**config.mk**
```make
export PLATFORM = sky130hd
export DESIGN_NAME = mem_arbiter
export DESIGN_NICKNAME = d
export VERILOG_FILES = /design/src/rtl/tinker_pkg.sv /design/src/rtl/mem_arbiter.sv
export SDC_FILE = /design/constraint.sdc
export NUM_CORES = 1
export LEC_CHECK = 0
export BUFFER_PORTS_ARGS = -buffer_cell sky130_fd_sc_hd__buf_2
export CAP_MARGIN = 20
export CORE_AREA = 5 5 89 91
export DETAILED_ROUTE_END_ITERATION = 10
export DIE_AREA = 0 0 94 96
export SLEW_MARGIN = 20
export SYNTH_ARGS = -nofsm -noshare
export SYNTH_HDL_FRONTEND = slang
export SYNTH_SLANG_ARGS = --single-unit
```
**constraint.sdc**
```tcl
create_clock -name clk -period 1.8 [get_ports clk]
set_input_delay 0.36 -clock clk [delete_from_list [all_inputs] [get_ports clk]]
set_output_delay 0.36 -clock clk [all_outputs]
set_load 0.005 [all_outputs]
```
**src/rtl/tinker_pkg.sv**
```systemverilog
// Widths, word types, opcode and FSM state enumerations for the Tinker core
package tinker_pkg;

    // ------------------------------------------------------------------------
    // Widths
    // ------------------------------------------------------------------------
    localparam int XLEN    = 64;   // Data word
    localparam int ILEN    = 32;   // Instruction word
    localparam int ALEN    = 32;   // Byte address
    localparam int RADDR_W = 5;    // 32 registers
    localparam int LIT_W   = 12;   // Literal field

    typedef logic [XLEN-1:0]    word_t;
    typedef logic [ALEN-1:0]    addr_t;
    typedef logic [ILEN-1:0]    instr_t;
    typedef logic [RADDR_W-1:0] reg_addr_t;

    // ------------------------------------------------------------------------
    // Opcodes, instr[31:27]
    // ------------------------------------------------------------------------
    // Anything not listed decodes as a no-op
    typedef enum logic [4:0] {
        OP_AND    = 5'h00,
        OP_OR     = 5'h01,
        OP_XOR    = 5'h02,
        OP_NOT    = 5'h03,   // rt ignored
        OP_SHFTR  = 5'h04,
        OP_SHFTRI = 5'h05,
        OP_SHFTL  = 5'h06,
        OP_SHFTLI = 5'h07,
        OP_BRR_L  = 5'h0A,   // PC + sext(L)
        OP_BRNZ   = 5'h0B,   // PC = rd if rs != 0
        OP_HALT   = 5'h0F,
        OP_LOAD   = 5'h10,   // rd = mem[rs + sext(L)]
        OP_MOV_R  = 5'h11,   // rd = rs
        OP_MOV_L  = 5'h12,   // rd[11:0] = L
        OP_STORE  = 5'h13,   // mem[rd + sext(L)] = rs
        OP_ADD    = 5'h18,
        OP_ADDI   = 5'h19,
        OP_SUB    = 5'h1A,
        OP_SUBI   = 5'h1B
    } opcode_e;

    // Multicycle FSM
    typedef enum logic [2:0] {
        ST_FETCH     = 3'd0,
        ST_DECODE    = 3'd1,
        ST_EXECUTE   = 3'd2,
        ST_MEMORY    = 3'd3,
        ST_WRITEBACK = 3'd4,
        ST_HALT      = 3'd5   // Sticky until reset
    } state_e;

endpackage

```
**src/rtl/mem_arbiter.sv**
```systemverilog
// Fixed-priority memory arbiter between the fetch unit and the load/store unit
module mem_arbiter (
    input  logic              clk,
    input  logic              reset,
    // Fetch side, read only
    input  logic              f_req,
    input  tinker_pkg::addr_t f_addr,
    output logic              f_done,
    // Data side
    input  logic              d_req,
    input  logic              d_we,
    input  tinker_pkg::addr_t d_addr,
    input  tinker_pkg::word_t d_wdata,
    output logic              d_done,
    // External port
    output logic              mem_req,
    output logic              mem_we,
    output tinker_pkg::addr_t mem_addr,
    output tinker_pkg::word_t mem_wdata,
    input  logic              mem_ready
);
    logic busy;      // Transfer waiting on mem_ready
    logic owner_d;   // Data side owns the waiting transfer
    logic sel_d;

    // Held grant wins, otherwise data side first
    assign sel_d = busy ? owner_d : d_req;

    assign mem_req   = sel_d ? d_req : f_req;
    assign mem_we    = sel_d & d_we;
    assign mem_addr  = sel_d ? d_addr : f_addr;
    assign mem_wdata = d_wdata;   // Only the data side writes

    // Done only to the current owner
    assign f_done = mem_req & mem_ready & ~sel_d;
    assign d_done = mem_req & mem_ready & sel_d;

    always_ff @(posedge clk or posedge reset) begin
        if (reset) begin
            busy    <= 1'b0;
            owner_d <= 1'b0;
        end else begin
            busy    <= mem_req & ~mem_ready;
            owner_d <= sel_d;
        end
    end

endmodule

```
Word-level counts from Yosys, hierarchy flattened
Index checks and enable logic that the tools add are counted.
{"block": "op_classes", "addsub": 0, "bitwise": 7, "mux": 3, "n_eq_ne": 0, "shifts": 0, "div_mod_pow": 0, "reduce_logical": 0, "magnitude_cmp": 0, "n_mul": 0}
{"op": "$mux 32", "count": 1}
{"op": "$and 1x1->1", "count": 5}
{"op": "$mux 1", "count": 2}
{"op": "$not 1->1", "count": 2}
{"block": "word_totals", "romBits": 0, "in_bits": 134, "latch_bits": 0, "register_bits": 2, "ram_bits": 0, "memories": 0, "out_inout_bits": 100}

Depth between registers and ports, before layout
Gate-level depths: netlist of the first run.
{"block": "logic_depth", "word_depth": 4, "ltp_mapped": 3}

Least setup slack after synthesis of the first run
OpenSTA, ideal clock, no wires.
{"block": "synth_path", "path_kind": "register -> output", "startpoint": "reg busy", "endpoint": "out mem_addr[10]", "n_path_buf": 1, "required_time_ns": 1.440, "stages_incl_launch_ff": 4, "t_arrival_ns": 1.300, "path_slack_ns": 0.140, "path_cell_list": "dfrtp_1 -> mux2i_4 -> buf_6 -> mux2_4"}
{"block": "synth_via", "elab_chain_len": 2}
{"item": "start, declared", "line": "mem_arbiter.sv:22", "text": "logic busy;"}
{"item": "start signal, assigned", "line": "mem_arbiter.sv:43", "text": "busy <= mem_req & ~mem_ready;"}
{"item": "$mux 1", "line": "mem_arbiter.sv:27", "text": "assign sel_d = busy ? owner_d : d_req;"}
{"item": "$mux 32", "line": "mem_arbiter.sv:31", "text": "assign mem_addr = sel_d ? d_addr : f_addr;"}
{"item": "end, declared", "line": "mem_arbiter.sv:18", "text": "output tinker_pkg::addr_t mem_addr,"}
No other way between the ends.

Worst setup path in the final report of the first run
{"block": "layout_path", "startpoint": "reg busy", "endpoint": "out mem_addr[0]"}
The elaborated chain is that of the path after synthesis.

==> summary.md, run 1 <==
| Metric | Value |
|---|---|
| GRT Total Usage | `6.22%` |
| Initial Utilization | `15.8%` |
| Hold path start | `mem_ready` |
| Via count | `907` |
| Min-delay worst type | `in -> reg` |
| Register area share after synthesis | `4.49%` |
| Worst R2R End | `busy` |
| Initial antenna violation count | `0` |
| Worst hold path depth | `2` |
| Leak | `0.000888 uW` |
| Max-cap violations | `0` |
| CP max stage delay | `approximately 400 ps` |
| Most used cell, CP | `buf_12` |
| Finished Layout Cells | `~260` |
| CP Launch Type | `register` |
| Min Tclk post-route | `1960 ps` |
| Critical path endpoint category | `output pin` |
| TritonCTS clock tree | `done` |
| Fin crit share | `109%` |
| Finish-stage setup viols | `32` |
| Worst hold slack | `333 ps` |
| Hold Fails Final Rpt | `0` |
| Placed inst area | `1280 um2` |
| Antenna diodes | `0` |
| Global-route wire length before repair | `around 4300 um` |
| Post-Layout Inst Area | `1610 um2` |
| P per Cell Area | `479 nW/um2` |
| RSZ-0062 raised after global routing | `yes` |
| H-tree depth | `1` |
| Largest net degree at the start of global routing | `26` |
| Max Fclk | `510 MHz` |
| DR WL/cell | `~14 um` |
| R2r setup slk | `680 ps` |
| Remaining Overflow, GRT | `0` |
| R2R Path Start | `busy` |
| Synth top area share | `43.1%` |
| DR iter-0 viols | `1` |
| Core Region | `7060 um2` |
| Worst Reg-to-Reg Cells | `3` |
| Total clock sinks | `2` |
| Final count of pins violating max slew | `0` |
| Worst Max-Slew Pin Slew | `245 ps` |
| Reg clk slew, reported paths | `30 ps` |
| Final ANT Viol Nets | `0` |
| Vias in the first global route | `918` |
| Post-synthesis cell type count | `14` |
| Io pins | `234` |
| Crit path max fanout | `7` |
| Final worst slack | `-160 ps` |
| Share of cells above drive strength 1 | `91.4%` |
| Crit-path leading delay family | `multiplexers` |
| DRT Pass-1 Iters | `4` |
| Clk root buf | `clkbuf_8` |
| Status | `complete, but fails checks` |
| Final Net Count | `~300` |
| Worst Path Arrival | `1600 ps` |
| Syn avg cell area | `slightly below 10 um2` |
| Top post-synthesis cells by area | `buf_4 43%, mux2_4 36%, mux2_2 5.1%` |
| Inst Count DP | `254` |
| Worst-Skew Late Latency | `210 ps` |
| Die footprint | `about 9000 um2` |
| Fin Clk Skew | `2.64 ps` |
| Detailed-route DRC error count | `0` |
| Placer Congestion | `~0.64` |
| CP max stage cell | `dfrtp_1` |
| Chip Height | `around 96 um` |
| Final HPWL DP | `2820 um` |
| Area delta synth->final | `44.4%` |
| Setup WS pre-CTS | `36.9 ps` |
| Worst-path cell chain | `mux2i_4 -> buf_12 -> buf_12 -> mux2_2 -> buf_2` |
| #FFs+latches synth | `2` |
| Setup CP Type | `reg -> out` |
| Critical path buffers and inverters | `3` |
| Hold EP | `busy` |
| Worst EP required | `1440 ps` |
| Relative slew slack | `83.6%` |
| Total Power | `772 uW` |
| Mapped Cells | `114` |
| Ys Warns | `0` |
| Total CTS buffers | `3` |
| Clk buf depth | `2` |
| Final wirelength | `3640 um` |
| Overall die width | `94 um` |
| Row cnt | `31` |
| Yosys top cell by area | `buf_4` |
| Vias per cell | `3.46` |
| Commonest non-fill, non-tap cell in the layout | `buf_2` |
| Worst ir drop on vdd | `0.113 mV` |
| Synthesized area | `between 1000 and 1500 um2` |
| Failing checks | `negative setup slack` |
| Port bufs | `105` |
| Post-Syn Nets | `248` |
| Commonest non-fill, non-tap cells in the layout | `78 x buf_2, 30 x mux2_4, 28 x buf_6` |
[cells in the mapped netlist]
master    number
a211oi_1       1
a21oi_1        2
a21bo_2        1
buf_6          3
inv_1          4
dfrtp_1        2
mux2_4        27
mux2i_4        1
and3_1         1
nor3b_1        1
nand2_1        1
mux2_2         5
nor2b_1        1
buf_4         64
[cell type report]
class,instances,area (um2)
sequential,2,50.0
multi-input combinational,41,547
fill,790,5450
inverter,4,15.0
clock buffer,3,41.3
tap,99,124
timing repair buffer,113,833
[per-layer routing]
metal	track usage, %	part of all wire (%)
met4	4.57	2.3
met1	4.63	28
met3	3.44	16
met2	11.8	54
met5	0	0
[worst max path at each step]
| stage | startpoint | to | slack [ps] | cells after the start |
|---|---|---|---|---|
| finish | busy | mem_addr[0] | -160 | 5 |
| global route | busy | mem_addr[0] | -200 | 5 |
| CTS | busy | mem_addr[2] | -180 | 4 |
| detailed placement | d_req | mem_addr[2] | 40 | 5 |
| global placement | d_req | mem_addr[2] | 60 | 5 |
| floorplan | busy | mem_addr[10] | 140 | 3 |
[repair_timing]
action / in CTS / in global routing
buffers inserted: 0 / 1
setup endpoints to repair: 32 / 33
gates resized for setup: 18 / 15
hold endpoints to repair: 1 / 0
hold buffers: 1 / 0
cloned: 0 / 3
[cells by family (layout without fill, tap and decap cells)]
logic type / after synthesis / after routing / synth area share [%]
buffers and inverters: 71 / 120 / 47.5
and+or+nand+nor: 4 / 4 / 2.13
AOI/OAI and AO/OA: 4 / 4 / 2.47
muxes: 33 / 33 / 43.4
DFF: 2 / 2 / 4.49
[metrics by stage]
step	util, %	TNS [ps]
after CTS	20.5	-4850
after global placement	18.2	0
after detailed placement	18.2	0
after global routing	22.8	-5950
final	22.8	-4620
after floorplan	-	0
[power breakdown]
part	leakage (uW)	switching [uW]	internal (uW)	total [uW]
Sequential	0.0000242	6.38	49.7	56.1
Combinational	0.000842	170	370	540
Clock	0.0000216	34.0	141	175
[registers in the layout, summed over array words and instances (netlist names)]
| name | flops |
|---|---|
| busy | 1 |
| owner_d | 1 |
(Power assumes the default switching activity.)
==> run 2: changes to the inputs <==
SKIP_CTS_REPAIR_TIMING = 1   (was unset)
==> run 2 against run 1 <==
Compared with the run above: the run ends with negative hold slack, negative setup slack left; sequential power grew 0.9%; die area is the same; critical path depth is the same; cell area shrank 2.6%; via count shrank 0.33%; utilization shrank 0.58 points; power shrank 2.3%; critical path type unchanged; critical endpoint is now mem_addr[17]; largest power group unchanged.
==> summary.md, run 2 (synthesized netlist as in run 1, its figures left out) <==
| Metric | Value |
|---|---|
| Commonest non-fill, non-tap cells in the layout | `86 x buf_2, 32 x mux2_4, 19 x buf_6` |
| Vias in the first global route | `~900` |
| Worst ir drop on vdd | `0.111 mV` |
| Crit path max fanout | `6` |
| DRT Pass-1 Iters | `4` |
| Global-route wire length before repair | `approximately 4100 um` |
| Chip Height | `96 um` |
| Final ANT Viol Nets | `0` |
| Remaining Overflow, GRT | `0` |
| Worst Path Arrival | `~1600 ps` |
| Initial Utilization | `approximately 16%` |
| Fin crit share | `110%` |
| Largest net degree at the start of global routing | `26` |
| Setup TNS | `-5080 ps` |
| Via count | `between 900 and 1000` |
| TritonCTS clock tree | `done` |
| Final count of pins violating max slew | `0` |
| H-tree depth | `1` |
| CP max stage cell | `dfrtp_1` |
| Hold Fails Final Rpt | `1` |
| Clk root buf | `clkbuf_8` |
| Critical path endpoint category | `output pin` |
| Final Net Count | `between 200 and 300` |
| Fin Clk Skew | `2.63 ps` |
| Min-delay worst type | `in -> async` |
| Max-cap violations | `0` |
| Area occupied by multi-input gates | `554 um2` |
| Finish-stage setup viols | `32` |
| Row cnt | `31` |
| Setup WS pre-CTS | `roughly 37 ps` |
| Reg area | `roughly 50 um2` |
| RSZ-0062 raised after global routing | `yes` |
| Io pins | `around 230` |
| CP Launch Type | `register` |
| Antenna diodes | `0` |
| Worst EP required | `1440 ps` |
| Overall die width | `94 um` |
| CP max stage delay | `390 ps` |
| Total Power | `approximately 750 uW` |
| Die footprint | `9020 um2` |
| Failing checks | `negative hold slack, negative setup slack` |
| Min Tclk post-route | `1970 ps` |
| P per Cell Area | `between 400 and 500 nW/um2` |
| Status | `complete, but fails checks` |
| Final worst slack | `-172 ps` |
| Detailed-route DRC error count | `0` |
| Setup CP Type | `reg -> out` |
| DR WL/cell | `13.7 um` |
| Vias per cell | `between 3 and 4` |
| Worst-path cell chain | `mux2i_4 -> buf_12 -> clkbuf_16 -> mux2_4 -> buf_6` |
| R2R Path Start | `busy` |
| Max Fclk | `507 MHz` |
| Placer Congestion | `about 0.64` |
| Core Region | `slightly above 7000 um2` |
| Leak | `0.000882 uW` |
| Area delta synth->final | `40.7%` |
| Commonest non-fill, non-tap cell in the layout | `buf_2` |
| GRT Total Usage | `between 5 and 6%` |
| Total clock sinks | `2` |
| Top Registers | `busy (1), owner_d (1)` |
| Reg clk slew, reported paths | `30 ps` |
| Total CTS buffers | `3` |
| Crit. Startpoint | `busy` |
| Final wirelength | `around 3600 um` |
| Worst hold slack | `-0.174 ps` |
| Final HPWL DP | `2820 um` |
| Port bufs | `105` |
| Clk buf depth | `2` |
| Fill cells | `798` |
| Relative slew slack | `83.8%` |
| Worst Max-Slew Pin Slew | `about 240 ps` |
| Worst-Skew Late Latency | `210 ps` |
| DR iter-0 viols | `13` |
| Initial antenna violation count | `0` |
| Critical path buffers and inverters | `3` |
| Crit-path leading delay family | `multiplexers` |
| Share of cells above drive strength 1 | `92.0%` |
[run 2: cell types whose count changed in the layout (fill, tap and decap cells not counted)]
| cell | previous run | this run |
|---|---|---|
| buf_2 | 78 | 86 |
| mux2_4 | 30 | 32 |
| buf_4 | 1 | 2 |
| buf_6 | 28 | 19 |
| buf_8 | 0 | 1 |
| mux2_2 | 2 | 0 |
| dlygate4sd3_1 | 1 | 0 |
[run 2: area by class of cell]
| class | instances | area share [%] |
|---|---|---|
| clock buffers | 3 | 2.63 |
| flip-flops and latches | 2 | 3.19 |
| multi-input cells | 41 | 35.3 |
| well taps | 99 | 7.89 |
| repair buffers | 113 | 50.0 |
| inverters | 4 | 0.957 |
[run 2: final timing paths]
path | end | slack, ps | cells past startpoint
setup reg to reg | busy | 670 | 3
hold reg to reg | busy | 720 | 2
max in group asynchronous | owner_d | 1690 | 2
setup / recovery | mem_addr[17] | -170 | 5
min in group clk | busy | 330 | 2
hold / removal | busy | -0.2 | 2
[run 2: worst reg2reg max path, cell delays in order (launching register included)]
cell	delay, ps
dfrtp_1	410
buf_4	160
a21bo_2	210
a211oi_1	250
[run 2: through the flow]
step / instances / utilization [%] / cell area, um2
2_1_floorplan: 114 / - / 1110
3_3_place_gp: 254 / 18.2 / 1280
3_5_place_dp: 254 / 18.2 / 1280
4_1_cts: 257 / 18.8 / 1330
5_1_grt: 262 / 22.2 / 1570
6_report: 262 / 22.2 / 1570
[run 2: where the power goes]
part,switching [uW],leakage (uW),internal (uW),total [uW]
combinational,166,0.000836,355,522
sequential,6.97,0.0000242,49.7,56.6
clock,34.1,0.0000216,141,175
[run 2: routing by layer]
| layer | vias up | global-route usage [%] | wire length [um] |
|---|---|---|---|
| met5 | - | 0 | 0 |
| met1 | 388 | 4.58 | 1050 |
| met2 | 89 | 10.8 | 1900 |
| met3 | 16 | 3.44 | 557 |
| met4 | 0 | 4.57 | 84 |
| li1 | 411 | - | - |
==> run 3: changes to the inputs <==
ABC_AREA = 1   (was unset)
==> run 3 against run 2 <==
Compared with the run above: maximum frequency is 19% higher; non-clock buffer count is 7 lower; area after synthesis fell by 4.0%; the run now ends clean; largest power group unchanged.
==> summary.md, run 3 <==
| Metric | Value |
|---|---|
| Inst Count DP | `323` |
| CP max stage cell | `dfrtp_1` |
| Port bufs | `105` |
| Fin crit share | `92.4%` |
| Commonest non-fill, non-tap cell in the layout | `buf_2` |
| Area delta synth->final | `16.1%` |
| Worst-Skew Late Latency | `around 220 ps` |
| Share of cells above drive strength 1 | `50.4%` |
| Setup CP Type | `reg -> out` |
| Finish-stage setup viols | `0` |
| DR iter-0 viols | `42` |
| Chip Height | `96 um` |
| TritonCTS clock tree | `done` |
| Mapped Cells | `189` |
| Final count of pins violating max slew | `0` |
| Vias in the first global route | `approximately 1100` |
| Final Net Count | `364` |
| Post-Syn Nets | `about 320` |
| R2R Path Start | `busy` |
| Total CTS buffers | `3` |
| Initial Utilization | `between 10% and 20%` |
| Crit path max fanout | `34` |
| Row cnt | `31` |
| Hold path start | `mem_ready` |
| Core Region | `approximately 7100 um2` |
| Top post-synthesis cells by area | `buf_4 46%, nand2_1 35%, dfrtp_1 4.7%` |
| Post-Layout Inst Area | `around 1200 um2` |
| Top Registers | `busy (1), owner_d (1)` |
| R2r setup slk | `840 ps` |
| Setup TNS | `0 ps` |
| Commonest non-fill, non-tap cells in the layout | `105 x buf_2, 99 x nand2_1, 7 x inv_1` |
| Met1 usage | `5.32%` |
| Final ANT Viol Nets | `0` |
| H-tree depth | `1` |
| Reg clk slew, reported paths | `30 ps` |
| Total Power | `610 uW` |
| Syn avg cell area | `5.66 um2` |
| Fin Clk Skew | `4.88 ps` |
| Worst Reg-to-Reg Cells | `2` |
| Largest net degree at the start of global routing | `35` |
| DRT Pass-1 Iters | `4` |
| Worst ir drop on vdd | `0.379 mV` |
| Top-count cell post-synth | `nand2_1` |
| DR WL/cell | `around 10 um` |
| Max Fclk | `601 MHz` |
| Worst EP required | `between 1000 and 1500 ps` |
| Most frequent cells after synthesis | `99 x nand2_1, 66 x buf_4, 8 x inv_1` |
| Placed inst area | `1170 um2` |
| Met3 GRT Util | `1.88%` |
| Synthesized area | `1070 um2` |
| Overall die width | `94 um` |
| Die footprint | `~9000 um2` |
| Ys Warns | `0` |
| Relative slew slack | `~85%` |
| CP max stage delay | `400 ps` |
| Global-route wire length before repair | `4860 um` |
| Remaining Overflow, GRT | `0` |
| Most used cell, CP | `nand2_1` |
| Worst-path cell chain | `nand2_1 -> nand2_8 -> nand2_1 -> nand2_1 -> buf_2` |
| #FFs+latches synth | `2` |
| FFs w/ async S/R, synth | `100%` |
| RSZ-0062 raised after global routing | `no` |
| Synth Flop Type | `dfrtp_1` |
| EDFF count, synth | `0` |
| Initial antenna violation count | `0` |
| Vias per cell | `3.55` |
| Hold Fails Final Rpt | `0` |
| Worst Path Arrival | `between 1000 and 1500 ps` |
| Worst Max-Slew Pin Slew | `232 ps` |
| Clk root buf | `clkbuf_8` |
| Total clock sinks | `2` |
| Synth top area share | `46.3%` |
| CP Launch Type | `register` |
| Worst R2R End | `owner_d` |
| P per Cell Area | `491 nW/um2` |
| Hold EP | `busy` |
| Worst hold path depth | `2` |
| Finished Layout Cells | `327` |
| Worst hold slack | `327 ps` |
| Detailed-route DRC error count | `0` |
| Placer Congestion | `approximately 0.64` |
| Max-cap violations | `0` |
| Min-delay worst type | `in -> reg` |
| Grt peak-use layer | `met2` |
| GRT Total Usage | `6.77%` |
| Critical path endpoint category | `output pin` |
| Leak | `0.000832 uW` |
| Post-synthesis cell type count | `11` |
| Yosys top cell by area | `buf_4` |
| Via count | `1161` |
| Status | `finished clean` |
| Antenna diodes | `0` |
| Final HPWL DP | `around 2800 um` |
| Final wirelength | `3370 um` |
| Register area share after synthesis | `4.68%` |
| Met2 Use GR | `between 10% and 20%` |
| Min Tclk post-route | `1660 ps` |
| Io pins | `234` |
| Clk buf depth | `2` |
## run 3: cell count changes in the layout (fill, tap and decap cells not counted), moves of 3 or more
cell,change
buf_12,-3
buf_2,+19
inv_1,+3
buf_6,-19
nand2_1,+98
mux2_4,-32
## run 3: cell type report
type,instances,area [um2]
Timing Repair Buffer,106,536
Multi-Input combinational cell,109,462
Fill cell,835,5820
Sequential cell,2,50.0
Clock buffer,3,41.3
Inverter,8,30.0
Tap cell,99,124
## run 3: critical path: cells and delay by family, from the launching register on
| kind | cells | cell delay, ps |
|---|---|---|
| buffers and inverters | 1 | 130 |
| flip-flops | 1 | 400 |
| AND/OR/NAND/NOR | 4 | 550 |
## run 3: metal layers
layer / wire [um] / part of all wire [%] / vias to the layer above
li1: - / - / 572
met3: 515 / 15 / 29
met5: 0 / 0 / -
met4: 255 / 7.6 / 0
met1: 967 / 29 / 468
met2: 1630 / 48 / 92
## run 3: how the worst max path moves through the flow
| stage | slack [ps] | startpoint | depth (start not counted) | to |
|---|---|---|---|---|
| final | 140 | busy | 5 | mem_addr[8] |
| after global placement | 190 | d_req | 7 | mem_addr[8] |
| after detailed placement | 160 | d_req | 7 | mem_addr[8] |
| after CTS | -5 | busy | 6 | mem_addr[8] |
| after global routing | 20 | busy | 5 | mem_addr[8] |
| after floorplan | 550 | busy | 6 | mem_addr[10] |
## run 3: report_power, final
| part | switching (uW) | internal, uW |
|---|---|---|
| clock | 41.4 | 142 |
| combinational | 198 | 174 |
| sequential | 4.21 | 50.2 |
| total | 244 | 366 |
## run 3: cell families (layout without fill, tap and decap cells)
group	count (synthesis)	after routing	synth area share (%)
buffers and inverters	78	117	53.8
DFF	2	2	4.68
and+or+nand+nor	109	109	41.5
## run 3: per-stage QoR
stage	utilization [%]	setup WS, ps
2_1_floorplan	-	546
3_3_place_gp	16.6	189
3_5_place_dp	16.6	157
4_1_cts	17.2	-4.87
5_1_grt	17.6	19.2
6_report	17.6	136
