[src/rtl/tinker_pkg.sv]
// Widths, word types, opcode and FSM state enumerations for the Tinker core
package tinker_pkg;

    // ------------------------------------------------------------------------
    // Widths
    // ------------------------------------------------------------------------
    localparam int XLEN    = 64;   // Data word
    localparam int ILEN    = 32;   // Instruction word
    localparam int ALEN    = 32;   // Byte address
    localparam int RADDR_W = 5;    // 32 registers
    localparam int LIT_W   = 12;   // Literal field

    typedef logic [XLEN-1:0]    word_t;
    typedef logic [ALEN-1:0]    addr_t;
    typedef logic [ILEN-1:0]    instr_t;
    typedef logic [RADDR_W-1:0] reg_addr_t;

    // ------------------------------------------------------------------------
    // Opcodes, instr[31:27]
    // ------------------------------------------------------------------------
    // Anything not listed decodes as a no-op
    typedef enum logic [4:0] {
        OP_AND    = 5'h00,
        OP_OR     = 5'h01,
        OP_XOR    = 5'h02,
        OP_NOT    = 5'h03,   // rt ignored
        OP_SHFTR  = 5'h04,
        OP_SHFTRI = 5'h05,
        OP_SHFTL  = 5'h06,
        OP_SHFTLI = 5'h07,
        OP_BRR_L  = 5'h0A,   // PC + sext(L)
        OP_BRNZ   = 5'h0B,   // PC = rd if rs != 0
        OP_HALT   = 5'h0F,
        OP_LOAD   = 5'h10,   // rd = mem[rs + sext(L)]
        OP_MOV_R  = 5'h11,   // rd = rs
        OP_MOV_L  = 5'h12,   // rd[11:0] = L
        OP_STORE  = 5'h13,   // mem[rd + sext(L)] = rs
        OP_ADD    = 5'h18,
        OP_ADDI   = 5'h19,
        OP_SUB    = 5'h1A,
        OP_SUBI   = 5'h1B
    } opcode_e;

    // Multicycle FSM
    typedef enum logic [2:0] {
        ST_FETCH     = 3'd0,
        ST_DECODE    = 3'd1,
        ST_EXECUTE   = 3'd2,
        ST_MEMORY    = 3'd3,
        ST_WRITEBACK = 3'd4,
        ST_HALT      = 3'd5   // Sticky until reset
    } state_e;

endpackage

[src/rtl/tinker_control.sv]
// Tinker FSM, program counter, field decode, operand steering and write-back control
module tinker_control #(
    parameter tinker_pkg::addr_t RESET_PC = 32'h0000_2000
) (
    input  logic                         clk,
    input  logic                         reset,
    input  tinker_pkg::instr_t           instr,
    input  logic                         fetch_done,
    output logic                         fetch_start,
    input  tinker_pkg::word_t            rs_data,      // Read port A
    input  tinker_pkg::word_t            rt_data,      // Read port B
    output tinker_pkg::reg_addr_t        rf_addr_a,
    output tinker_pkg::reg_addr_t        rf_addr_b,
    input  tinker_pkg::word_t            alu_result,
    input  tinker_pkg::word_t            load_data,
    input  logic                         ls_done,
    output logic                         ls_start,
    output logic                         ls_store,
    output logic                         wb_en,
    output tinker_pkg::reg_addr_t        wb_addr,
    output tinker_pkg::word_t            wb_data,
    output tinker_pkg::opcode_e          opcode,
    output logic [tinker_pkg::LIT_W-1:0] literal,
    output tinker_pkg::addr_t            pc,
    output logic                         hlt
);
    import tinker_pkg::*;

    state_e    state;
    reg_addr_t rd;
    reg_addr_t rs;
    reg_addr_t rt;
    word_t     result_q;       // ALU result from EXECUTE
    logic      fetch_issued;   // Fetch request outstanding
    logic      is_mem;
    logic      writes_rd;
    addr_t     next_pc;

    // ------------------------------------------------------------------------
    // Field decode, same layout for every opcode
    // ------------------------------------------------------------------------
    assign opcode  = opcode_e'(instr[31:27]);
    assign rd      = instr[26:22];
    assign rs      = instr[21:17];
    assign rt      = instr[16:12];
    assign literal = instr[LIT_W-1:0];

    assign is_mem   = (opcode == OP_LOAD) || (opcode == OP_STORE);
    assign ls_store = (opcode == OP_STORE);

    // Register read steering
    always_comb begin
        rf_addr_a = rs;
        rf_addr_b = rt;
        case (opcode)
            OP_ADDI, OP_SUBI, OP_SHFTRI, OP_SHFTLI, OP_MOV_L: rf_addr_a = rd;  // rd is source
            OP_STORE, OP_BRNZ: begin
                rf_addr_a = rd;   // Base or target
                rf_addr_b = rs;   // Data or condition
            end
            default: ;
        endcase
    end

    // Instructions that write rd
    always_comb begin
        case (opcode)
            OP_ADD, OP_ADDI, OP_SUB, OP_SUBI,
            OP_AND, OP_OR, OP_XOR, OP_NOT,
            OP_SHFTR, OP_SHFTRI, OP_SHFTL, OP_SHFTLI,
            OP_MOV_R, OP_MOV_L, OP_LOAD: writes_rd = 1'b1;
            default:                     writes_rd = 1'b0;
        endcase
    end

    // Next PC
    always_comb begin
        next_pc = pc + addr_t'(4);
        case (opcode)
            OP_BRR_L: next_pc = pc + {{(ALEN-LIT_W){literal[LIT_W-1]}}, literal};
            OP_BRNZ: begin
                if (rt_data != '0) begin
                    next_pc = rs_data[ALEN-1:0];   // Jump to rd
                end
            end
            default: ;
        endcase
    end

    // ------------------------------------------------------------------------
    // FSM and PC
    // ------------------------------------------------------------------------
    always_ff @(posedge clk or posedge reset) begin
        if (reset) begin
            state        <= ST_FETCH;
            pc           <= RESET_PC;
            fetch_start  <= 1'b0;
            fetch_issued <= 1'b0;
            ls_start     <= 1'b0;
        end else begin
            fetch_start <= 1'b0;   // Starts are single-cycle pulses
            ls_start    <= 1'b0;
            case (state)
                ST_FETCH: begin
                    if (fetch_start) begin
                        fetch_issued <= 1'b1;
                    end else if (!fetch_issued) begin
                        fetch_start <= 1'b1;   // First fetch out of reset
                    end
                    if (fetch_done) begin
                        fetch_issued <= 1'b0;
                        state        <= ST_DECODE;
                    end
                end
                ST_DECODE:  state <= ST_EXECUTE;
                ST_EXECUTE: begin
                    ls_start <= is_mem;
                    state    <= ST_MEMORY;
                end
                ST_MEMORY: begin
                    if (!is_mem || ls_done) begin
                        state <= ST_WRITEBACK;
                    end
                end
                ST_WRITEBACK: begin
                    pc <= next_pc;
                    if (opcode == OP_HALT) begin
                        state <= ST_HALT;
                    end else begin
                        state       <= ST_FETCH;
                        fetch_start <= 1'b1;   // Saves a cycle on the next fetch
                    end
                end
                default: state <= ST_HALT;
            endcase
        end
    end

    // Result register
    always_ff @(posedge clk) begin
        if (state == ST_EXECUTE) begin
            result_q <= alu_result;
        end
    end

    // ------------------------------------------------------------------------
    // Write-back
    // ------------------------------------------------------------------------
    assign wb_en   = (state == ST_WRITEBACK) && writes_rd;
    assign wb_addr = rd;
    assign wb_data = (opcode == OP_LOAD) ? load_data : result_q;  // Loaded word held in LSU
    assign hlt     = (state == ST_HALT);

endmodule

[config.mk]
export PLATFORM = sky130hd
export DESIGN_NAME = tinker_control
export DESIGN_NICKNAME = d
export VERILOG_FILES = /design/src/rtl/tinker_pkg.sv /design/src/rtl/tinker_control.sv
export SDC_FILE = /design/constraint.sdc
export NUM_CORES = 1
export LEC_CHECK = 0
export BUFFER_PORTS_ARGS = -buffer_cell sky130_fd_sc_hd__clkbuf_2
export CELL_PAD_IN_SITES_DETAIL_PLACEMENT = 1
export CELL_PAD_IN_SITES_GLOBAL_PLACEMENT = 1
export CORE_AREA = 2 2 164 166
export CTS_BUF_LIST = sky130_fd_sc_hd__clkbuf_2 sky130_fd_sc_hd__clkbuf_4 sky130_fd_sc_hd__clkbuf_8
export DETAILED_ROUTE_END_ITERATION = 10
export DIE_AREA = 0 0 166 168
export GPL_TIMING_DRIVEN = 0
export HOLD_SLACK_MARGIN = 0.12
export PLACE_DENSITY_LB_ADDON = 0.08
export SLEW_MARGIN = 20
export SYNTH_ARGS = -nofsm -noshare
export SYNTH_HDL_FRONTEND = slang
export SYNTH_SLANG_ARGS = --single-unit
[constraint.sdc]
create_clock -name clk -period 6.4 [get_ports clk]
set_input_delay 0.96 -clock clk [delete_from_list [all_inputs] [get_ports clk]]
set_output_delay 0.96 -clock clk [all_outputs]
set_load 0.05 [all_outputs]
# After elaboration in Yosys (flattened, before gate mapping)
# Memory sizes are Yosys's and may differ from the RTL's.
# Cells that the tools add are included.
word_totals:
  reg_bits: 102
  mem_bits_ro: 32
  inputBits: 292
  output_inout_bits: 133
  word_cells: 53
  mem_count: 1
mem_list:
  columns: ["memory", "words", "width", "read_ports", "rd_ports_with_merged_regs", "write_ports", "line_no", "source"]
  rows:
  - ["(name not given)", 32, 1, 1, 0, 0, "tinker_control.sv:67", "case (opcode)"]
op_classes:
  addsub: 2
  n_eq_ne: 17
  n_mux: 16
  reduce_logical: 11
op_table:
  columns: ["cell", "n"]
  rows:
  - ["two-way mux 64 bit", 1]
  - ["case mux 32 bit (2 select lines)", 1]
  - ["nonzero test 64 bit", 1]
  - ["adder 32 x 3 -> 32 bit (second input constant)", 1]
  - ["adder 32 bit", 1]
  - ["two-way mux 32 bit", 1]
  - ["equality test 5 bit (second input constant)", 5]
  - ["equality test 5 x 4 -> 1 bit (second input constant)", 3]
  - ["case mux 3 bit (5 select lines)", 1]
  - ["equality test 5 x 3 -> 1 bit (second input constant)", 2]
  - ["two-way mux 5 bit", 2]
  - ["two-way mux 3 bit", 3]
  - ["OR reduction 7 bit", 1]
  - ["equality test 3 x 2 -> 1 bit (second input constant)", 2]
  - ["equality test 3 bit (second input constant)", 2]
  - ["two-way mux 1 bit", 6]
  - ["!= test 2 bit (second input constant)", 2]
  - ["AND reduction 2 bit", 2]
  - ["equality test 3 x 1 -> 1 bit (second input constant)", 1]
  - ["logical NOT 3 bit", 1]
  - ["logical OR 1 bit", 2]
  - ["case mux 1 bit (2 select lines)", 1]
  - ["nonzero test 2 bit", 1]
  - ["OR reduction 2 bit", 1]
  - ["2 further kinds", 2]

# Logic depth before layout (Yosys ltp)
# Gate-level depths: netlist (run 1).
depth:
  word_depth: 6
  mapped_depth: 11
  depth_no_buf: 11

# Least setup slack after synthesis (run 1)
# Ideal clock, no wire load.
synth_path:
  path_kind: "reg-to-reg"
  startpoint: "register state[1]"
  endpoint: "register result_q[0] (enable)"
  setup_time_ns: 0.486
  t_arrival_ns: 3.339
  required_ns: 5.914
  path_slack_ns: 2.575
  path_stages_with_launch: 4
  n_path_buf: 1
  synth_period_minus_slack_ns: 3.825
  path_cell_list: "dfrtp_1 -> clkbuf_1 -> nand2b_1 -> nor2_1"
synth_via:
  elab_chain_cells: 1
synth_lines:
  columns: ["element", "line_no", "source"]
  rows:
  - ["start: declaration", "tinker_control.sv:29", "state_e state;"]
  - ["start signal: assignment", "tinker_control.sv:95", "state <= ST_FETCH;"]
  - ["start signal: assignment", "tinker_control.sv:112", "state <= ST_DECODE;"]
  - ["start signal: assignment", "tinker_control.sv:115", "ST_DECODE: state <= ST_EXECUTE;"]
  - ["equality test 3 x 2 -> 1 bit", "tinker_control.sv:141", "if (state == ST_EXECUTE) begin"]
  - ["end signal: assignment", "tinker_control.sv:142", "result_q <= alu_result;"]
  - ["end: declaration", "tinker_control.sv:33", "word_t result_q;"]
# Every way passes these cells.
# A chain may end at the register's enable or synchronous reset.

# Worst setup path in the final report (run 1)
layout_path:
  startpoint: "input port instr[29]"
  endpoint: "output port wb_data[7]"
layout_via:
  elab_chain_cells: 2
layout_lines:
  columns: ["element", "line_no", "source"]
  rows:
  - ["start: declaration", "tinker_control.sv:7", "input tinker_pkg::instr_t instr,"]
  - ["equality test 5 bit", "tinker_control.sv:151", "assign wb_data = (opcode == OP_LOAD) ? load_data : result_q;"]
  - ["two-way mux 64 bit", "tinker_control.sv:151", null]
  - ["end: declaration", "tinker_control.sv:21", "output tinker_pkg::word_t wb_data,"]
# Every way passes these cells.

==> results_dict.tcl, run 1 <==
set metrics [dict create \
    place.gp.congestion 0.824 \
    synth_top_cell_area_share_pct 27.0 \
    syn_to_final_growth_pct 37.8 \
    status "finished clean" \
    initial_utilization_pct 27.0 \
    pin_count 425 \
    first_iter_violations 250 \
    hold_path.class "primary input to asynchronous set/reset pin" \
    io_buffer_count 392 \
    ff2ff_path_depth 11 \
    powerDensity_nw_per_um2 371 \
    fin_ws_ps 2250 \
    clk_path_buf_depth 2 \
    row_count 60 \
    yosysWarnings 0 \
    rrSetupSlack_ps 2850 \
    required_ps 5440 \
    maxSlewViolCount 0 \
    drive_gt1_share_pct 47.1 \
    antennaDiodeCount 0 \
    yosysTopAreaCell "edfxtp_1" \
    cp-start-kind "primary input" \
    hold_viol 0 \
    avgSynthCellArea_sq_um 9.99 \
    tns_ps 0 \
    wl_per_cell_um 19.2 \
    hold-worst-slack_ps 519 \
    min_period_ps 4150 \
    fin_cells 1465 \
    antenna_found_initial 0 \
    p_leak_nw 4.45 \
    r2r-start "pc[0]$_DFFE_PP0P_" \
    fin_nets 1444 \
    rsz0062_at_grt "no" \
    chipWidth_um 166 \
    drt_wl_total_um 28200 \
    post-route-util_pct 37.2 \
    dp_slack_ps 2150 \
    die_area_sq_um 27900 \
    viasPerCell 4.92 \
    dp_hpwl_um 23200 \
    first_pass_iters 4 \
    grt_max_degree 25 \
    ys_types 61 \
    via_count 7204 \
    tritoncts "yes" \
    fin_crit_sh_pct 64.8 \
    max_freq_mhz 241 \
    cp.arrival_ps 3190 \
    numCtsBuffers 9 \
    peakVddDrop_mv 0.176 \
    max_cap_viol_count 0 \
    dp.cells 1449 \
    core-area_sq_um 26400 \
    ys_top_cells_by_area "edfxtp_1 27%, dfrtp_1 13%, mux2_2 12%" \
    syn_nets 1037 \
    cts-resized-gates 0 \
    syn_inst 712 \
    grt_pass1_vias 7311 \
    critPathMaxFanout 10 \
    worst_pin_slew_ps 988 \
    ys_seq_area_share_pct 40.4 \
    crit_chain "clkbuf_2, or3b_1, or3_1, clkbuf_1, clkbuf_1, mux2_2, clkbuf_2" \
    setup_viol 0 \
    r2r-end "pc[26]$_DFFE_PP0P_" \
    synth_top_flop_cell "edfxtp_1" \
    critPathCaptureType "primary output" \
    netlist_area_sq_um 7110 \
    gr-total-overflow 0 \
    drc 0 \
    cp_slowest_stage_delay_ps 390 \
    cts.clk_slew.worst_paths_ps 110 \
    critical_path.slowest_cell "or3b_1" \
    cts_hold_buf 0 \
    ant_nets 0 \
    insertion_delay_ps 390 \
    htreeDepth 3 \
    postCtsSetupRepairBufs 0 \
    grt_pass1_wl_um 42800 \
    fp.dieH_um 168 \
    skew_ps 15.6 \
    root_buffer "clkbuf_8" \
    grt_usage_pct 19.6 \
    relSlewSlack_pct 33.6 \
    worstSetupPathType "primary input to primary output" \
    synth-seq-cells 102 \
    numClockSinks 102 \
    synth_edf_count 64 \
    ys_async_sr_fraction_pct 37.3 \
]
-- cell families (layout without fill, tap and decap cells) --
logic type	Yosys count	after routing	share of synthesized area [%]
compound gates	187	187	16.9
xor+xnor	42	42	5.17
fa+ha+maj	33	33	5.91
buf+inv	71	483	5.19
flops	102	102	40.4
mux	76	76	12.0
simple gates	201	201	14.4
-- worst max-delay path, delay by kind of cell --
family / cells / cell delay, ps
buf+inv: 4 / 1120
mux: 1 / 370
simple gates: 2 / 720
-- sequential cells by signal, summed over array words and instances, names as in the netlist --
| register | flops |
|---|---|
| pc | 32 |
| fetch_start | 1 |
| ls_start | 1 |
| state | 3 |
| result_q | 64 |
| fetch_issued | 1 |
-- cell type report --
class | instances | area (sq um)
plain buffers | 52 | 298
repair buffers | 396 | 2060
multi-input cells | 539 | 3880
inverters | 19 | 71.3
fillers | 3198 | 16600
clock inverters | 7 | 62.6
clock buffers | 9 | 124
flip-flops and latches | 102 | 2870
well taps | 341 | 427
-- cells in the final DEF, fill, tap and decap left out, types with 12 or more instances in the layout --
master,n
mux2_2,75
nand2_1,63
a21oi_1,55
clkbuf_2,392
edfxtp_1,64
dfrtp_1,37
nand3_1,16
clkbuf_1,24
buf_4,22
a221oi_1,12
nor4_1,17
nand4_1,15
xor2_1,21
o21ai_0,46
inv_1,18
nor2_1,34
xnor2_1,21
ha_1,32
-- worst max path at each step --
stage / depth (start not counted) / start / slack, ps / to
floorplan: 3 / state[1]$_DFFE_PP0P_ / 2570 / result_q[0]$_DFFE_PP_
global placement: 3 / state[1]$_DFFE_PP0P_ / 1030 / result_q[21]$_DFFE_PP_
detailed placement: 12 / instr[0] / 2150 / pc[26]$_DFFE_PP0P_
CTS: 7 / instr[29] / 2200 / wb_data[7]
global route: 7 / instr[31] / 2090 / wb_data[5]
finish: 7 / instr[29] / 2250 / wb_data[7]
-- metal layers --
metal	vias up	part of all wire (%)	GRT usage (%)
li1	3498	-	-
met1	3475	43	24.2
met2	220	51	35.5
met3	11	5.4	3.97
met4	0	0.82	3.52
met5	-	0	0
-- cell usage after synthesis, types with 7 or more instances --
master	n
nand3_1	16
and3_1	9
nor4_1	17
o21bai_1	9
dfrtp_1	37
xor2_1	21
nor3_1	8
a21o_1	9
a21oi_1	55
o21ai_0	46
mux2_2	75
buf_4	22
inv_1	19
clkbuf_1	24
o22ai_1	7
ha_1	32
nand4_1	15
o221ai_1	10
a221oi_1	12
edfxtp_1	64
nand2_1	63
nor2_1	35
xnor2_1	21
-- metrics by stage --
step	total power [W]	area [sq um]
after floorplan	0.00260	7110
after global placement	0.00321	9500
after detailed placement	0.00326	9610
after CTS	0.00368	9800
after global routing	0.00389	9800
final	0.00364	9800
-- power breakdown --
| part | switching (W) | total, W | internal (W) |
|---|---|---|---|
| clock | 0.000263 | 0.000414 | 0.000151 |
| sequential | 0.000182 | 0.00108 | 0.000895 |
| combinational | 0.00145 | 0.00215 | 0.000693 |
| total | 0.00190 | 0.00364 | 0.00174 |
No activity file was read; power rests on OpenSTA's default activity.
==> inputs of run 2 (changes only) <==
--- a/config.mk
+++ b/config.mk
@@ -8,10 +8,10 @@
 export BUFFER_PORTS_ARGS = -buffer_cell sky130_fd_sc_hd__clkbuf_2
 export CELL_PAD_IN_SITES_DETAIL_PLACEMENT = 1
 export CELL_PAD_IN_SITES_GLOBAL_PLACEMENT = 1
-export CORE_AREA = 2 2 164 166
+export CORE_AREA = 2 2 166 168
 export CTS_BUF_LIST = sky130_fd_sc_hd__clkbuf_2 sky130_fd_sc_hd__clkbuf_4 sky130_fd_sc_hd__clkbuf_8
 export DETAILED_ROUTE_END_ITERATION = 10
-export DIE_AREA = 0 0 166 168
+export DIE_AREA = 0 0 168 170
 export GPL_TIMING_DRIVEN = 0
 export HOLD_SLACK_MARGIN = 0.12
 export PLACE_DENSITY_LB_ADDON = 0.08
==> constraint.sdc (replaced) <==
create_clock -name clk -period 3.9 [get_ports clk]
set_input_delay 0.585 -clock clk [delete_from_list [all_inputs] [get_ports clk]]
set_output_delay 0.585 -clock clk [all_outputs]
set_load 0.05 [all_outputs]
==> results_dict.tcl, run 2 (synthesized netlist as in run 1, its figures left out) <==
set metrics [dict create \
    dp.cells 1448 \
    syn_to_final_growth_pct 37.3 \
    fin_cells 1464 \
    max_freq_mhz 273 \
    grt_usage_pct 19.5 \
    max_cap_viol_count 0 \
    wl_per_cell_um 19.5 \
    peakVddDrop_mv 0.309 \
    viasPerCell 4.92 \
    chipWidth_um 168 \
    drt_wl_total_um 28500 \
    final_common_cell "clkbuf_2" \
    numClockSinks 102 \
    largest_reg_flops 64 \
    antenna_found_initial 0 \
    dp_hpwl_um 23300 \
    drc 0 \
    io_buffer_count 392 \
    crit_chain "ha_1, fa_1, a21oi_1, o21ai_0, a21oi_1, o22ai_1, a21oi_1, o21ai_1, a41oi_1, xor2_1, o221ai_1" \
    worstSetupPathType "flip-flop to flip-flop" \
    cp.arrival_ps 3910 \
    grt_pass1_wl_um 42900 \
    die_area_sq_um 28600 \
    row_count 60 \
    gr-total-overflow 0 \
    final_cell_mix "392 x clkbuf_2, 75 x mux2_2, 64 x edfxtp_1" \
    p_total_w 0.00598 \
    cts_hold_buf 0 \
    critPathCaptureType "flip-flop" \
    first_pass_iters 4 \
    crit_family "compound AO/OA/AOI/OAI gates" \
    critPathMaxFanout 5 \
    grt_max_degree 26 \
    worst_pin_slew_ps 1030 \
    clk_path_buf_depth 2 \
    critical_path.slowest_cell "a21oi_1" \
    hold-worst-slack_ps 162 \
    powerDensity_nw_per_um2 613 \
    antennaDiodeCount 0 \
    cts.clk_slew.worst_paths_ps 120 \
    numCtsBuffers 9 \
    pin_count 425 \
    relSlewSlack_pct 30.8 \
    htreeDepth 3 \
    cp_slowest_stage_delay_ps 470 \
    cp-start-kind "flip-flop" \
    hold_viol 0 \
    place.gp.congestion 0.872 \
    path_common_cell "a21oi_1" \
    tns_ps 0 \
    tritoncts "yes" \
    root_buffer "clkbuf_8" \
    initial_utilization_pct 26.7 \
    core-area_sq_um 26700 \
    fin_nets 1443 \
    insertion_delay_ps 400 \
    status "finished clean" \
    grt_pass1_vias 7352 \
    postCtsSetupRepairBufs 0 \
    hold_path.class "primary input to asynchronous set/reset pin" \
    regMostFlops "result_q" \
    ant_nets 0 \
    rsz0062_at_grt "no" \
    required_ps 4150 \
    p_leak_nw 4.44 \
    path_buf_inv 0 \
    setup_viol 0 \
    fp.dieH_um 170 \
    maxSlewViolCount 0 \
    min_period_ps 3670 \
    skew_ps 17.9 \
    cts-resized-gates 0 \
    reg_top3 "result_q x64, pc x32, state x3" \
    first_iter_violations 329 \
    fin_crit_sh_pct 94.0 \
    drive_gt1_share_pct 47.1 \
    via_count 7198 \
]
==> run 2: cell count changes in the layout (fill, tap and decap cells not counted), sizes merged <==
cell,delta
buf,-1
clkinv,-1
clkinvlp,-1
clkbuf,+1
inv,+1
==> run 2: power by group <==
| group | internal (W) | switching [W] |
|---|---|---|
| Combinational | 0.00112 | 0.00239 |
| Clock | 0.000258 | 0.000442 |
| Sequential | 0.00147 | 0.000310 |
==> run 2: metrics by stage <==
stage	util, %	setup slack [ps]	instance area, sq um
floorplan	-	74.8	7110
global placement	35.6	-1410	9500
detailed placement	35.9	-2.90	9580
CTS	36.6	264	9760
global route	36.6	40.4	9760
finish	36.6	234	9760
==> run 2: final cells by class <==
| cell class | count | area (sq um) |
|---|---|---|
| multi-input combinational | 539 | 3880 |
| sequential | 102 | 2870 |
| timing repair buffer | 395 | 2030 |
| inverter | 19 | 71.3 |
| buffer | 52 | 298 |
| clock inverter | 6 | 57.6 |
| tap | 341 | 427 |
| clock buffer | 10 | 131 |
| fill | 3224 | 16900 |
==> run 2: worst register-to-register path, stage by stage, from the launching register on <==
cell and delay, ps:
dfrtp_1 420, ha_1 220, fa_1 410, a21oi_1 220
o21ai_0 120, a21oi_1 470, o22ai_1 270, a21oi_1 460
o21ai_1 270, a41oi_1 320, xor2_1 200, o221ai_1 140
==> run 2: path summary, 6_finish.rpt <==
kind,from,to,slack [ps],cells past startpoint
max,pc[0]$_DFFE_PP0P_,pc[26]$_DFFE_PP0P_,230,11
min reg2reg,pc[0]$_DFFE_PP0P_,pc[0]$_DFFE_PP0P_,540,2
max reg2reg,pc[0]$_DFFE_PP0P_,pc[26]$_DFFE_PP0P_,230,11
min in group clk,alu_result[45],result_q[45]$_DFFE_PP_,350,1
min,reset,pc[26]$_DFFE_PP0P_,160,2
max in group asynchronous,reset,pc[13]$_DFFE_PP1P_,3160,3
==> run 2: metal layers <==
metal / track usage, % / part of all wire [%] / up-vias / wire, um
li1: - / - / 3487 / -
met1: 23.7 / 42 / 3446 / 12000
met2: 35.7 / 51 / 252 / 14500
met3: 4.05 / 6.3 / 13 / 1780
met4: 3.82 / 0.85 / 0 / 243
met5: 0 / 0 / - / 0
==> inputs of run 3 (changes only) <==
--- a/config.mk
+++ b/config.mk
@@ -15,6 +15,7 @@
 export GPL_TIMING_DRIVEN = 0
 export HOLD_SLACK_MARGIN = 0.12
 export PLACE_DENSITY_LB_ADDON = 0.08
+export REMOVE_ABC_BUFFERS = 1
 export SLEW_MARGIN = 20
 export SYNTH_ARGS = -nofsm -noshare
 export SYNTH_HDL_FRONTEND = slang
==> results_dict.tcl, run 3 (synthesized netlist as in run 1, its figures left out) <==
set metrics [dict create \
    status "finished clean" \
    largest_reg_flops 64 \
    grt_pass1_wl_um 42000 \
    multi_input_area_sq_um 3880 \
    hold_viol 0 \
    io_buffer_count 392 \
    reg_top3 "result_q x64, pc x32, state x3" \
    p_leak_nw 4.31 \
    postCtsSetupRepairBufs 0 \
    dp_hpwl_um 23200 \
    tritoncts "yes" \
    internal_power_w 0.00284 \
    max_cap_viol_count 0 \
    path_common_cell "a21oi_1" \
    clk_path_buf_depth 2 \
    regArea_sq_um 2870 \
    min_period_ps 3440 \
    cp.arrival_ps 3700 \
    grt_usage_pct 19.1 \
    crit_chain "ha_1, fa_1, a21oi_1, o21ai_0, a21oi_1, o22ai_1, a21oi_1, o21ai_1, a41oi_1, xor2_1, o221ai_1" \
    via_count 7023 \
    cts_hold_buf 0 \
    die_area_sq_um 28600 \
    final_cell_mix "392 x clkbuf_2, 75 x mux2_2, 64 x edfxtp_1" \
    regMostFlops "result_q" \
    peakVddDrop_mv 0.332 \
    hold_path.class "primary input to asynchronous set/reset pin" \
    htreeDepth 3 \
    path_buf_inv 0 \
    wl_per_cell_um 20.2 \
    skew_ps 21.2 \
    grt_pass1_vias 6987 \
    comb_power_share_pct 57.5 \
    row_count 60 \
    cp_slowest_stage_delay_ps 450 \
    drive_gt1_share_pct 47.1 \
    maxSlewViolCount 0 \
    r2r-start "pc[0]$_DFFE_PP0P_" \
    critPathMaxFanout 5 \
    fin_nets 1394 \
    p_clk_share_pct 12.0 \
    core-area_sq_um 26700 \
    critPathLaunch "pc[0]$_DFFE_PP0P_" \
    final_common_cell "clkbuf_2" \
    insertion_delay_ps 400 \
    crit_family "compound AO/OA/AOI/OAI gates" \
    place.gp.congestion 0.767 \
    cts-resized-gates 0 \
    critical_path.slowest_cell "a21oi_1" \
    fillCellCount 3226 \
    drc 0 \
    pin_count 425 \
    worstSetupPathType "flip-flop to flip-flop" \
    setup_viol 0 \
    fp.dieH_um 170 \
    numCtsBuffers 9 \
    cp-start-kind "flip-flop" \
    viasPerCell 4.96 \
    syn_to_final_growth_pct 34.4 \
    initial_utilization_pct 26.7 \
    gr-total-overflow 0 \
    post-route-util_pct 35.9 \
    chipWidth_um 168 \
    worst_pin_slew_ps 1020 \
    antenna_found_initial 1 \
    numClockSinks 102 \
    relSlewSlack_pct 31.3 \
    p_sw_share_pct 52.3 \
    required_ps 4160 \
    ant_nets 0 \
    root_buffer "clkbuf_8" \
    powerDensity_nw_per_um2 623 \
    first_pass_iters 7 \
    share_seq_of_total_power_pct 30.5 \
    cts.clk_slew.worst_paths_ps 120 \
    p_total_w 0.00595 \
    grt_max_degree 53 \
    max_freq_mhz 291 \
    drt_wl_total_um 28700 \
    fin_crit_sh_pct 88.2 \
    critPathCaptureType "flip-flop" \
    rsz0062_at_grt "no" \
    first_iter_violations 300 \
    p_sw_w 0.00312 \
]
[run 3: power by group through the flow]
stage          combinational [W]  clock (W)  sequential (W)
3_5_place_dp             0.00344          0         0.00185
2_1_floorplan            0.00195          0         0.00223
5_1_grt                  0.00371   0.000791         0.00187
4_1_cts                  0.00346   0.000755         0.00182
6_report                 0.00342   0.000716         0.00181
3_3_place_gp             0.00333          0         0.00186
[run 3: final timing paths]
| kind | cells past startpoint | to | slack [ps] |
|---|---|---|---|
| setup / recovery | 11 | pc[26]$_DFFE_PP0P_ | 460 |
| hold / removal | 2 | state[0]$_DFFE_PP0P_ | 160 |
| setup reg to reg | 11 | pc[26]$_DFFE_PP0P_ | 460 |
| hold reg to reg | 2 | pc[0]$_DFFE_PP0P_ | 530 |
| max in group asynchronous | 3 | pc[13]$_DFFE_PP1P_ | 3180 |
| min in group clk | 1 | result_q[56]$_DFFE_PP_ | 350 |
[run 3: metal layers]
metal | vias to the layer above | part of all wire (%) | track usage [%]
met2 | 180 | 52 | 35.3
met5 | - | 0 | 0
met4 | 0 | 0.54 | 2.95
li1 | 3389 | - | -
met1 | 3446 | 42 | 23.5
met3 | 8 | 4.9 | 3.67
[run 3: cell type report]
type	instances	area share, %
multi-input combinational	539	40.6
sequential	102	30.1
timing repair buffer	398	22.1
tap	341	4.46
clock buffer	9	1.30
inverter	19	0.746
clock inverter	7	0.694
antenna	1	0.0262
[run 3: stage by stage]
step	TNS, ps	cells	setup WS, ps	cell area [sq um]	hold slack [ps]
after global placement	-135060	1393	-1450	9200	508
after floorplan	0	660	107	6810	492
after CTS	0	1415	388	9560	155
after global routing	0	1415	203	9560	172
after detailed placement	0	1399	73.4	9370	513
final	0	1416	460	9560	162
